[src/design/pllPkg.sv]
`default_nettype none

package pllPkg;

    // Bus geometry
    localparam int ADDR_W   = 13;
    localparam int DATA_W   = 32;
    localparam int LANES    = DATA_W / 8;
    localparam int OFFSET_W = 4;

    // Bits above the offset field must match this base
    localparam logic [ADDR_W-1:0] PLL_BASE = 13'h0400;

    // Word offsets inside the region
    localparam logic [OFFSET_W-1:0] REG_CENTER_FREQ = 4'h0;
    localparam logic [OFFSET_W-1:0] REG_GAINS       = 4'h1;
    localparam logic [OFFSET_W-1:0] REG_OUTPUT_DIV  = 4'h2;

    // Byte lanes that carry the narrow fields
    localparam int GAIN_LANE = 0;
    localparam int DIV_LANE  = 2;

    // Loop field widths
    localparam int FREQ_W = 32;
    localparam int ERR_W  = 8;
    localparam int GAIN_W = 5;
    localparam int DIV_W  = 8;

    // Gain at which the error enters the sum unshifted
    localparam logic [GAIN_W-1:0] UNITY_GAIN = 5'd7;

    // Largest increment the adder may hand to the NCO
    localparam logic [FREQ_W-1:0] INC_MAX = 32'h7fff_ffff;

    typedef struct packed {
        logic [ADDR_W-1:0] addr;
        logic [DATA_W-1:0] data;
        logic [LANES-1:0]  byteEn;
    } busWriteT;

    typedef struct packed {
        logic [FREQ_W-1:0] centerFreq;
        logic [GAIN_W-1:0] loopGain;
        logic [DIV_W-1:0]  feedbackDivider;
    } pllConfigT;

endpackage

`default_nettype wire

[src/design/digitalPll.sv]
`timescale 1ns/1ps
`default_nettype none

module digitalPll import pllPkg::*; (
    input  logic              clk,
    input  logic              reset,
    input  busWriteT          busWr,
    input  logic [ADDR_W-1:0] rdAddr,
    output logic [DATA_W-1:0] dataOut,
    input  logic              referenceClkEn,
    output logic              ncoClk,
    output logic              filteredRefClk,
    output logic [ERR_W-1:0]  phaseError
);

    pllConfigT         cfg;
    logic [FREQ_W-1:0] phaseInc;
    logic              vcoWrap;
    logic              feedbackClkEn;

    // Bus-side configuration
    pllRegs regs (
        .clk     (clk),
        .reset   (reset),
        .busWr   (busWr),
        .rdAddr  (rdAddr),
        .dataOut (dataOut),
        .cfg     (cfg)
    );

    ncoCore nco (
        .clk      (clk),
        .reset    (reset),
        .phaseInc (phaseInc),
        .ncoClk   (ncoClk),
        .vcoWrap  (vcoWrap)
    );

    // Wraps become feedback pulses and the divided clock
    pllDivider divider (
        .clk            (clk),
        .reset          (reset),
        .cfg            (cfg),
        .vcoWrap        (vcoWrap),
        .ncoClk         (ncoClk),
        .feedbackClkEn  (feedbackClkEn),
        .filteredRefClk (filteredRefClk)
    );

    // Comparator and proportional filter close the loop
    loopFilter filter (
        .clk            (clk),
        .reset          (reset),
        .cfg            (cfg),
        .referenceClkEn (referenceClkEn),
        .feedbackClkEn  (feedbackClkEn),
        .phaseError     (phaseError),
        .phaseInc       (phaseInc)
    );

endmodule

`default_nettype wire

[src/design/loopFilter.sv]
`timescale 1ns/1ps
`default_nettype none

module loopFilter import pllPkg::*; (
    input  logic              clk,
    input  logic              reset,
    input  pllConfigT         cfg,
    input  logic              referenceClkEn,
    input  logic              feedbackClkEn,
    output logic [ERR_W-1:0]  phaseError,
    output logic [FREQ_W-1:0] phaseInc
);

    logic signed [FREQ_W-1:0] errExt;
    logic signed [FREQ_W-1:0] shifted;
    logic signed [FREQ_W-1:0] leadError;
    logic        [FREQ_W-1:0] errorSum;

    // Phase comparator, wraps at 8 bits
    always_ff @(posedge clk) begin
        if (reset) begin
            phaseError <= '0;
        end else if (referenceClkEn && !feedbackClkEn) begin
            phaseError <= phaseError - 1'b1;
        end else if (feedbackClkEn && !referenceClkEn) begin
            phaseError <= phaseError + 1'b1;
        end
    end

    assign errExt = {{(FREQ_W-ERR_W){phaseError[ERR_W-1]}}, phaseError};

    // Gain 7 passes the error through; each step doubles or halves it
    always_comb begin
        if (cfg.loopGain == '0) begin
            shifted = '0;
        end else if (cfg.loopGain >= UNITY_GAIN) begin
            shifted = errExt <<< (cfg.loopGain - UNITY_GAIN);
        end else begin
            shifted = errExt >>> (UNITY_GAIN - cfg.loopGain);
        end
    end

    always_ff @(posedge clk) begin
        if (reset) begin
            leadError <= '0;
        end else begin
            leadError <= shifted;
        end
    end

    assign errorSum = cfg.centerFreq + leadError;

    // Saturate on the sum's MSB, direction from the error sign
    always_ff @(posedge clk) begin
        if (reset) begin
            phaseInc <= '0;
        end else if (errorSum[FREQ_W-1] && !leadError[FREQ_W-1]) begin
            phaseInc <= INC_MAX;
        end else if (errorSum[FREQ_W-1] && leadError[FREQ_W-1]) begin
            phaseInc <= '0;
        end else begin
            phaseInc <= errorSum;
        end
    end

endmodule

`default_nettype wire

[src/design/ncoCore.sv]
`timescale 1ns/1ps
`default_nettype none

module ncoCore import pllPkg::*; (
    input  logic              clk,
    input  logic              reset,
    input  logic [FREQ_W-1:0] phaseInc,
    output logic              ncoClk,
    output logic              vcoWrap
);

    logic [FREQ_W-1:0] phase;
    logic [FREQ_W-1:0] phaseSum;
    logic [1:0]        msbHist;

    assign phaseSum = phase + phaseInc;

    // Accumulator plus two-bit MSB history
    always_ff @(posedge clk) begin
        if (reset) begin
            phase   <= '0;
            msbHist <= 2'b00;
        end else begin
            phase   <= phaseSum;
            msbHist <= {msbHist[0], phaseSum[FREQ_W-1]};
        end
    end

    // Falling MSB marks an overflow
    always_ff @(posedge clk) begin
        if (reset) begin
            vcoWrap <= 1'b0;
        end else begin
            vcoWrap <= (msbHist == 2'b10);
        end
    end

    // Output level lags the MSB by one cycle
    always_ff @(posedge clk) begin
        if (reset) begin
            ncoClk <= 1'b0;
        end else begin
            ncoClk <= phase[FREQ_W-1];
        end
    end

endmodule

`default_nettype wire

[src/design/pllDivider.sv]
`timescale 1ns/1ps
`default_nettype none

module pllDivider import pllPkg::*; (
    input  logic      clk,
    input  logic      reset,
    input  pllConfigT cfg,
    input  logic      vcoWrap,
    input  logic      ncoClk,
    output logic      feedbackClkEn,
    output logic      filteredRefClk
);

    logic [DIV_W-1:0] fbCount;
    logic [DIV_W-1:0] fbReload;

    logic [DIV_W-2:0] halfDiv;
    logic [DIV_W-2:0] outCount;
    logic [DIV_W-2:0] outReload;
    logic             ncoClkDly;
    logic             ncoRise;
    logic             divClk;

    // Divider of 0 or 1 pulses on every wrap
    assign fbReload = (cfg.feedbackDivider <= 1) ? '0 : cfg.feedbackDivider - 1'b1;

    always_ff @(posedge clk) begin
        if (reset) begin
            fbCount       <= fbReload;
            feedbackClkEn <= 1'b0;
        end else begin
            feedbackClkEn <= vcoWrap && (fbCount == '0);
            if (vcoWrap) begin
                if (fbCount == '0) begin
                    fbCount <= fbReload;
                end else begin
                    fbCount <= fbCount - 1'b1;
                end
            end
        end
    end

    // Output divider counts ncoClk rising edges seen on clk
    assign halfDiv   = cfg.feedbackDivider[DIV_W-1:1];
    assign outReload = halfDiv - 1'b1;
    assign ncoRise   = ncoClk && !ncoClkDly;

    always_ff @(posedge clk) begin
        if (reset) begin
            ncoClkDly <= 1'b0;
        end else begin
            ncoClkDly <= ncoClk;
        end
    end

    always_ff @(posedge clk) begin
        if (reset) begin
            outCount <= outReload;
            divClk   <= 1'b0;
        end else if (ncoRise) begin
            if (outCount == '0) begin
                outCount <= outReload;
                divClk   <= !divClk;
            end else begin
                outCount <= outCount - 1'b1;
            end
        end
    end

    // Bypass when the half divider is zero
    assign filteredRefClk = (halfDiv == '0) ? ncoClk : divClk;

endmodule

`default_nettype wire

[src/design/pllRegs.sv]
`timescale 1ns/1ps
`default_nettype none

module pllRegs import pllPkg::*; (
    input  logic              clk,
    input  logic              reset,
    input  busWriteT          busWr,
    input  logic [ADDR_W-1:0] rdAddr,
    output logic [DATA_W-1:0] dataOut,
    output pllConfigT         cfg
);

    logic                wrInRegion;
    logic                rdInRegion;
    logic                wrAny;
    logic [OFFSET_W-1:0] wrOffset;
    logic [OFFSET_W-1:0] rdOffset;
    logic [DATA_W-1:0]   sharedWord;

    // Region match on the bits above the register offset
    assign wrInRegion = busWr.addr[ADDR_W-1:OFFSET_W] == PLL_BASE[ADDR_W-1:OFFSET_W];
    assign rdInRegion = rdAddr[ADDR_W-1:OFFSET_W] == PLL_BASE[ADDR_W-1:OFFSET_W];

    assign wrAny    = wrInRegion && (busWr.byteEn != '0);
    assign wrOffset = busWr.addr[OFFSET_W-1:0];
    assign rdOffset = rdAddr[OFFSET_W-1:0];

    // Gains and divider share one read word
    assign sharedWord = {8'h00, cfg.feedbackDivider, 11'h000, cfg.loopGain};

    always_ff @(posedge clk) begin
        if (reset) begin
            cfg <= '0;
        end else if (wrAny) begin
            case (wrOffset)
                REG_CENTER_FREQ: begin
                    for (int lane = 0; lane < LANES; lane++) begin
                        if (busWr.byteEn[lane]) begin
                            cfg.centerFreq[8*lane +: 8] <= busWr.data[8*lane +: 8];
                        end
                    end
                end
                REG_GAINS: begin
                    if (busWr.byteEn[GAIN_LANE]) begin
                        cfg.loopGain <= busWr.data[8*GAIN_LANE +: GAIN_W];
                    end
                end
                REG_OUTPUT_DIV: begin
                    if (busWr.byteEn[DIV_LANE]) begin
                        cfg.feedbackDivider <= busWr.data[8*DIV_LANE +: DIV_W];
                    end
                end
                default: begin
                end
            endcase
        end
    end

    // Read side, zero outside the region and on unmapped offsets
    always_comb begin
        dataOut = '0;
        if (rdInRegion) begin
            case (rdOffset)
                REG_CENTER_FREQ: dataOut = cfg.centerFreq;
                REG_GAINS:       dataOut = sharedWord;
                REG_OUTPUT_DIV:  dataOut = sharedWord;
                default:         dataOut = '0;
            endcase
        end
    end

endmodule

`default_nettype wire

[config.mk]
export PLATFORM = sky130hd
export DESIGN_NAME = digitalPll
export DESIGN_NICKNAME = d
export VERILOG_FILES = /design/src/design/pllPkg.sv /design/src/design/digitalPll.sv /design/src/design/loopFilter.sv /design/src/design/ncoCore.sv /design/src/design/pllDivider.sv /design/src/design/pllRegs.sv
export SDC_FILE = /design/constraint.sdc
export NUM_CORES = 1
export LEC_CHECK = 0
export ABC_AREA = 1
export BUFFER_PORTS_ARGS = -buffer_cell sky130_fd_sc_hd__buf_2
export CORE_UTILIZATION = 55
export CTS_BUF_LIST = sky130_fd_sc_hd__clkbuf_16
export DETAILED_ROUTE_END_ITERATION = 7
export GPL_TIMING_DRIVEN = 0
export PLACE_DENSITY = 0.75
export SLEW_MARGIN = 5
export SYNTH_ARGS = -nofsm -noshare
export SYNTH_HDL_FRONTEND = slang
export SYNTH_SLANG_ARGS = --single-unit
[constraint.sdc]
create_clock -name clk -period 3.27 [get_ports clk]
set_input_delay 0.654 -clock clk [delete_from_list [all_inputs] [get_ports clk]]
set_output_delay 0.654 -clock clk [all_outputs]
set_load 0.05 [all_outputs]
; Yosys cells after proc, flatten, opt, wreduce, memory -nomap -nowiden
; Index checks and enable logic that the tools add are counted.
[totals]
inputBits = 65
ff_bits = 171
[op_classes]
mux = 15
n_lt_le_gt_ge = 2
eq_ne = 7
shift = 2
reduce_logical = 32
n_addsub = 10
[op_table]
columns = cell, count
row1 = 32-bit adder, 2
row2 = 32-bit 2-to-1 mux, 2
row3 = 32-bit one-hot mux with 2 select lines, 1
row4 = 31-bit 2-to-1 mux, 2
row5 = 8-bit 2-to-1 mux, 6
row6 = 8-bit by 5-bit <<< shifter with 32-bit output, 1
row7 = 8-bit by 5-bit >>> shifter with 32-bit output, 1
row8 = "8-bit by 1-bit subtractor with 8-bit output, second input constant", 3
row9 = 7-bit 2-to-1 mux, 3
row10 = "9-bit by 7-bit equality test with 1-bit output, second input constant", 2
row11 = 3-bit AND reduction, 6
row12 = 7-bit zero test, 2
row13 = "7-bit by 1-bit subtractor with 7-bit output, second input constant", 2
row14 = "8-bit by 1-bit adder with 8-bit output, second input constant", 1
row15 = "4-bit by 1-bit equality test with 1-bit output, second input constant", 2
row16 = "4-bit by 2-bit equality test with 1-bit output, second input constant", 2
row17 = "8-bit by 1-bit <= comparator with 1-bit output, second input constant", 1
row18 = 4-bit zero test, 2
row19 = 8-bit zero test, 1
row20 = 1-bit logical AND, 7
row21 = 2-bit nonzero test, 3
row22 = "5-bit by 3-bit >= comparator with 1-bit output, second input constant", 1
row23 = 1-bit zero test, 5
row24 = 5-bit zero test, 1
row25 = other kinds (8), 9

; Longest topological paths before layout
[logic_depth]
word_depth = 5
ltp_mapped = 15

; Cells and area by module
; From an unflattened synthesis, not the netlist that was laid out.
[unflattened]
cells_unflattened = 2161
area_unflattened_um2 = 12993.7
[modules_own_cells]
columns = mod, cells_each, instances, area_each_um2
row1 = loopFilter, 1007, 1, 6015.8
row2 = ncoCore, 572, 1, 3279.4
row3 = pllRegs, 385, 1, 2273.4
row4 = pllDivider, 197, 1, 1425.1

; Worst setup path before layout
; OpenSTA, ideal clock, no wires.
[synth_path]
path_type = input -> output
start = input rdAddr[3]
end = output dataOut[16]
t_required_ns = 2.616
stages = 6
arrival_ns = 2.188
setup_slack_ns = 0.428
cell_sequence = nor2_1 > o21ai_0 > a21oi_1 > clkbuf_1 > nand2_1 > a21oi_1
[synth_via]
elab_chain_len = 4
[synth_rtl]
columns = element, line_no
row1 = start: declaration, digitalPll.sv:8  ; input logic [ADDR_W-1:0] rdAddr,
row2 = 4-bit by 1-bit equality test with 1-bit output / 4-bit by 2-bit equality test with 1-bit output (equally long branches), pllRegs.sv:63  ; case (rdOffset)
row3 = 2-bit OR reduction (no source line), -
row4 = 32-bit one-hot mux with 2 select lines (*), pllRegs.sv:63
row5 = 32-bit 2-to-1 mux (*), pllRegs.sv:62  ; if (rdInRegion) begin
row6 = end: declaration, digitalPll.sv:9  ; output logic [DATA_W-1:0] dataOut,
; Every way passes the cells marked *; elsewhere a longest branch is shown, timed or not.

; Final worst setup path
[layout_path]
start = input rdAddr[3]
end = output dataOut[22]
; Same word-level chain as after synthesis.

==> results.toml <==
[run_status]
outcome = "finished, final reports clean"

[synthesis]
avgSynthCellArea_um2 = 6.44
synth_edf_count = 15
syn_area_um2 = 12100
synth-seq-cells = 169
synthCells = 1876
ys_warn_count = 0
synthDistinctLibCells = 49
synth_seq_area_share = 0.293
ys_async_sr_fraction = 0
synth_nets = 2023
ys.flop_type = "dfxtp_1"

[cts]
cts_buffer_depth = 2
cts-root-buf = "clkbuf_16"
clock_latency_ns = 0.45
clkSlewWorstSetupHoldPaths_ns = 0.08
cts_hold_buf = 0
numCtsBuffers = 17
post-cts-setup-buffers = 0
cts_max_level = 4
cts_resized = 0
cts.sinks = 169
cts_tree = "built"

[setup_path]
r2r_slack_ns = 0.59
critPathLaunchType = "input port"
worst_setup_path_end_kind = "output port"
crit_type = "input port to output port"
cp_data_required_time_ns = 2.62
path_max_fanout = 10
worstPathArrival_ns = 2.30
reg2reg_depth = 9

[detailed_routing]
drc = 0
wl_um = 35800
via_count = 12500
first_pass_iters = 5
via_per_inst = 5.45
drt-initial-drc-count = 754
wl_per_cell_um = 15.6
drtAntennaViolNets = 0

[power_and_ir_drop]
switchingPower_w = 0.00137
irDropWorstVdd_v = 0.000267
p_seq_frac = 0.460
cellInternalPower_w = 0.00331
power_density_nw_per_um2 = 345
comb_power_share = 0.101
swShare = 0.293
cellLeakagePower_nw = 6.68
clkPwrFrac = 0.438

[layout]
drive_gt1_frac = 0.121
final_cell_mix = "nand2_1 (512), inv_1 (260), a21oi_1 (185), nor2_1 (165), dfxtp_1 (154)"
fillers = 2108
finalNetCount = 2148
postLayoutCellArea_um2 = 13600
syn_to_final_growth_pct = 12.3
diodes = 0
layout_commonest_cell = "nand2_1"
finalNonFillerCells = 2289

[sta]
fin_crit_sh = 0.903
min_period_ns = 2.95
report.final.setup_viol = 0
tns_ns = 0
skew_ns = 0.0158
drv_slew = 0
max_freq_mhz = 339
fin_hold_ws_ns = 0.430
rsz0062_at_grt = "false"
slew_headroom = 0.289
hold_violations = 0
tightest_slew_ns = 1.06

[floorplanning]
core_area_um2 = 21300
initial_core_util = 0.567
die_w_um = 150
row_count = 53
die-area_um2 = 22500
ios = 107
dieHeight_um = 150

[global_route]
grt_pass1_vias = 11600
grt_pass1_wl_um = 56000
grt.overflow.total = 0
globalRouteTotalUtil = 0.323
grt_max_degree = 20
grt_antenna_before_repair = 1

[place]
placed_cell_area_um2 = 13000
io_buffers = 106
place_congestion = 0.980
post-place-cells = 2257
hpwl_um = 29000

[run]
drv_cap = 0

[worst_hold_path]
hold_class = "input port to register"
min_path_cells = 3
-- cells by family after synthesis --
| group | count (synthesis) | synth area share |
|---|---|---|
| simple gates | 865 | 0.304 |
| other cells | 1 | 0.000311 |
| buf+inv | 319 | 0.104 |
| flops | 169 | 0.293 |
| compound gates | 403 | 0.184 |
| xor+xnor | 36 | 0.0267 |
| mux | 1 | 0.000829 |
| fa+ha+maj | 82 | 0.0868 |
-- power groups by stage --
stage | Sequential (W) | Combinational, W | Clock [W]
CTS | 0.00215 | 0.000468 | 0.00206
finish | 0.00215 | 0.000474 | 0.00205
detailed placement | 0.00220 | 0.000464 | 0
floorplan | 0.00224 | 0.000271 | 0
global placement | 0.00220 | 0.000455 | 0
global route | 0.00216 | 0.000525 | 0.00215
-- synthesized netlist by cell type, drive strengths merged, types with 3 or more instances --
library cell | n | area [µm²]
nand2 | 527 | 2040
inv | 275 | 1030
a21oi | 219 | 1220
nor2 | 172 | 683
dfxtp | 154 | 3080
o21ai | 148 | 741
nand3 | 94 | 493
ha | 79 | 988
nor3 | 32 | 201
xor2 | 31 | 279
clkbuf | 27 | 101
buf | 16 | 119
edfxtp | 15 | 450
nand4 | 14 | 87.6
nor4 | 8 | 50.1
o21bai | 8 | 60.1
a21o | 7 | 52.6
or2 | 7 | 43.8
o21a | 5 | 37.5
xnor2 | 5 | 43.8
a31oi | 4 | 25.0
and2 | 4 | 25.0
o211ai | 4 | 30.0
o22ai | 4 | 25.0
fa | 3 | 60.1
nand3b | 3 | 22.5
-- metrics by stage --
stage | total power [W] | worst slack (ns) | utilization
after CTS | 0.00468 | 0.406 | 0.637
after global placement | 0.00265 | 0.406 | 0.608
final | 0.00468 | 0.317 | 0.637
after detailed placement | 0.00267 | 0.341 | 0.609
after floorplan | 0.00251 | 0.428 | -
after global routing | 0.00483 | 0.192 | 0.637
-- sequential cells by signal (all words and copies together), names as in the netlist --
signal / flops
filter.leadError: 32
filter.phaseError: 8
divider.outCount: 7
divider.ncoClkDly: 1
nco.vcoWrap: 1
nco.ncoClk: 1
divider.feedbackClkEn: 1
filter.phaseInc: 32
nco.phase: 31
divider.fbCount: 8
regs.cfg: 45
nco.msbHist: 1
divider.divClk: 1
-- area by class of cell --
| type | count | area (µm²) | share of cell area |
|---|---|---|---|
| Buffer | 43 | 220 | 0.0162 |
| Clock buffer | 17 | 425 | 0.0314 |
| Clock inverter | 15 | 175 | 0.0129 |
| Inverter | 276 | 1040 | 0.0766 |
| Multi-Input combinational cell | 1388 | 7290 | 0.538 |
| Sequential cell | 169 | 3530 | 0.261 |
| Tap cell | 275 | 344 | 0.0254 |
| Timing Repair Buffer | 106 | 531 | 0.0391 |
-- worst max-delay path, stage by stage --
cell,delay [ns]
buf_2,0.10
nor2_1,0.13
o21ai_0,0.10
a21oi_1,0.28
clkbuf_1,0.43
nand2_1,0.10
a21oi_1,0.21
buf_2,0.30
-- layer usage --
layer  global-route usage  wire length [µm]
met3               0.0421              1990
met5                    0                 0
met2                0.567             17000
met1                0.387             15100
met4                0.160              1650
-- path summary, 6_finish.rpt --
| check | start | end |
|---|---|---|
| worst max register to register | regs.cfg[9] | filter.leadError[11] |
| worst min register to register | nco.vcoWrap | divider.feedbackClkEn |
| worst max-delay path | rdAddr[3] | dataOut[22] |
| worst min-delay path | busWr[32] | regs.cfg[41] |
Power figures use the tool's default switching activity.
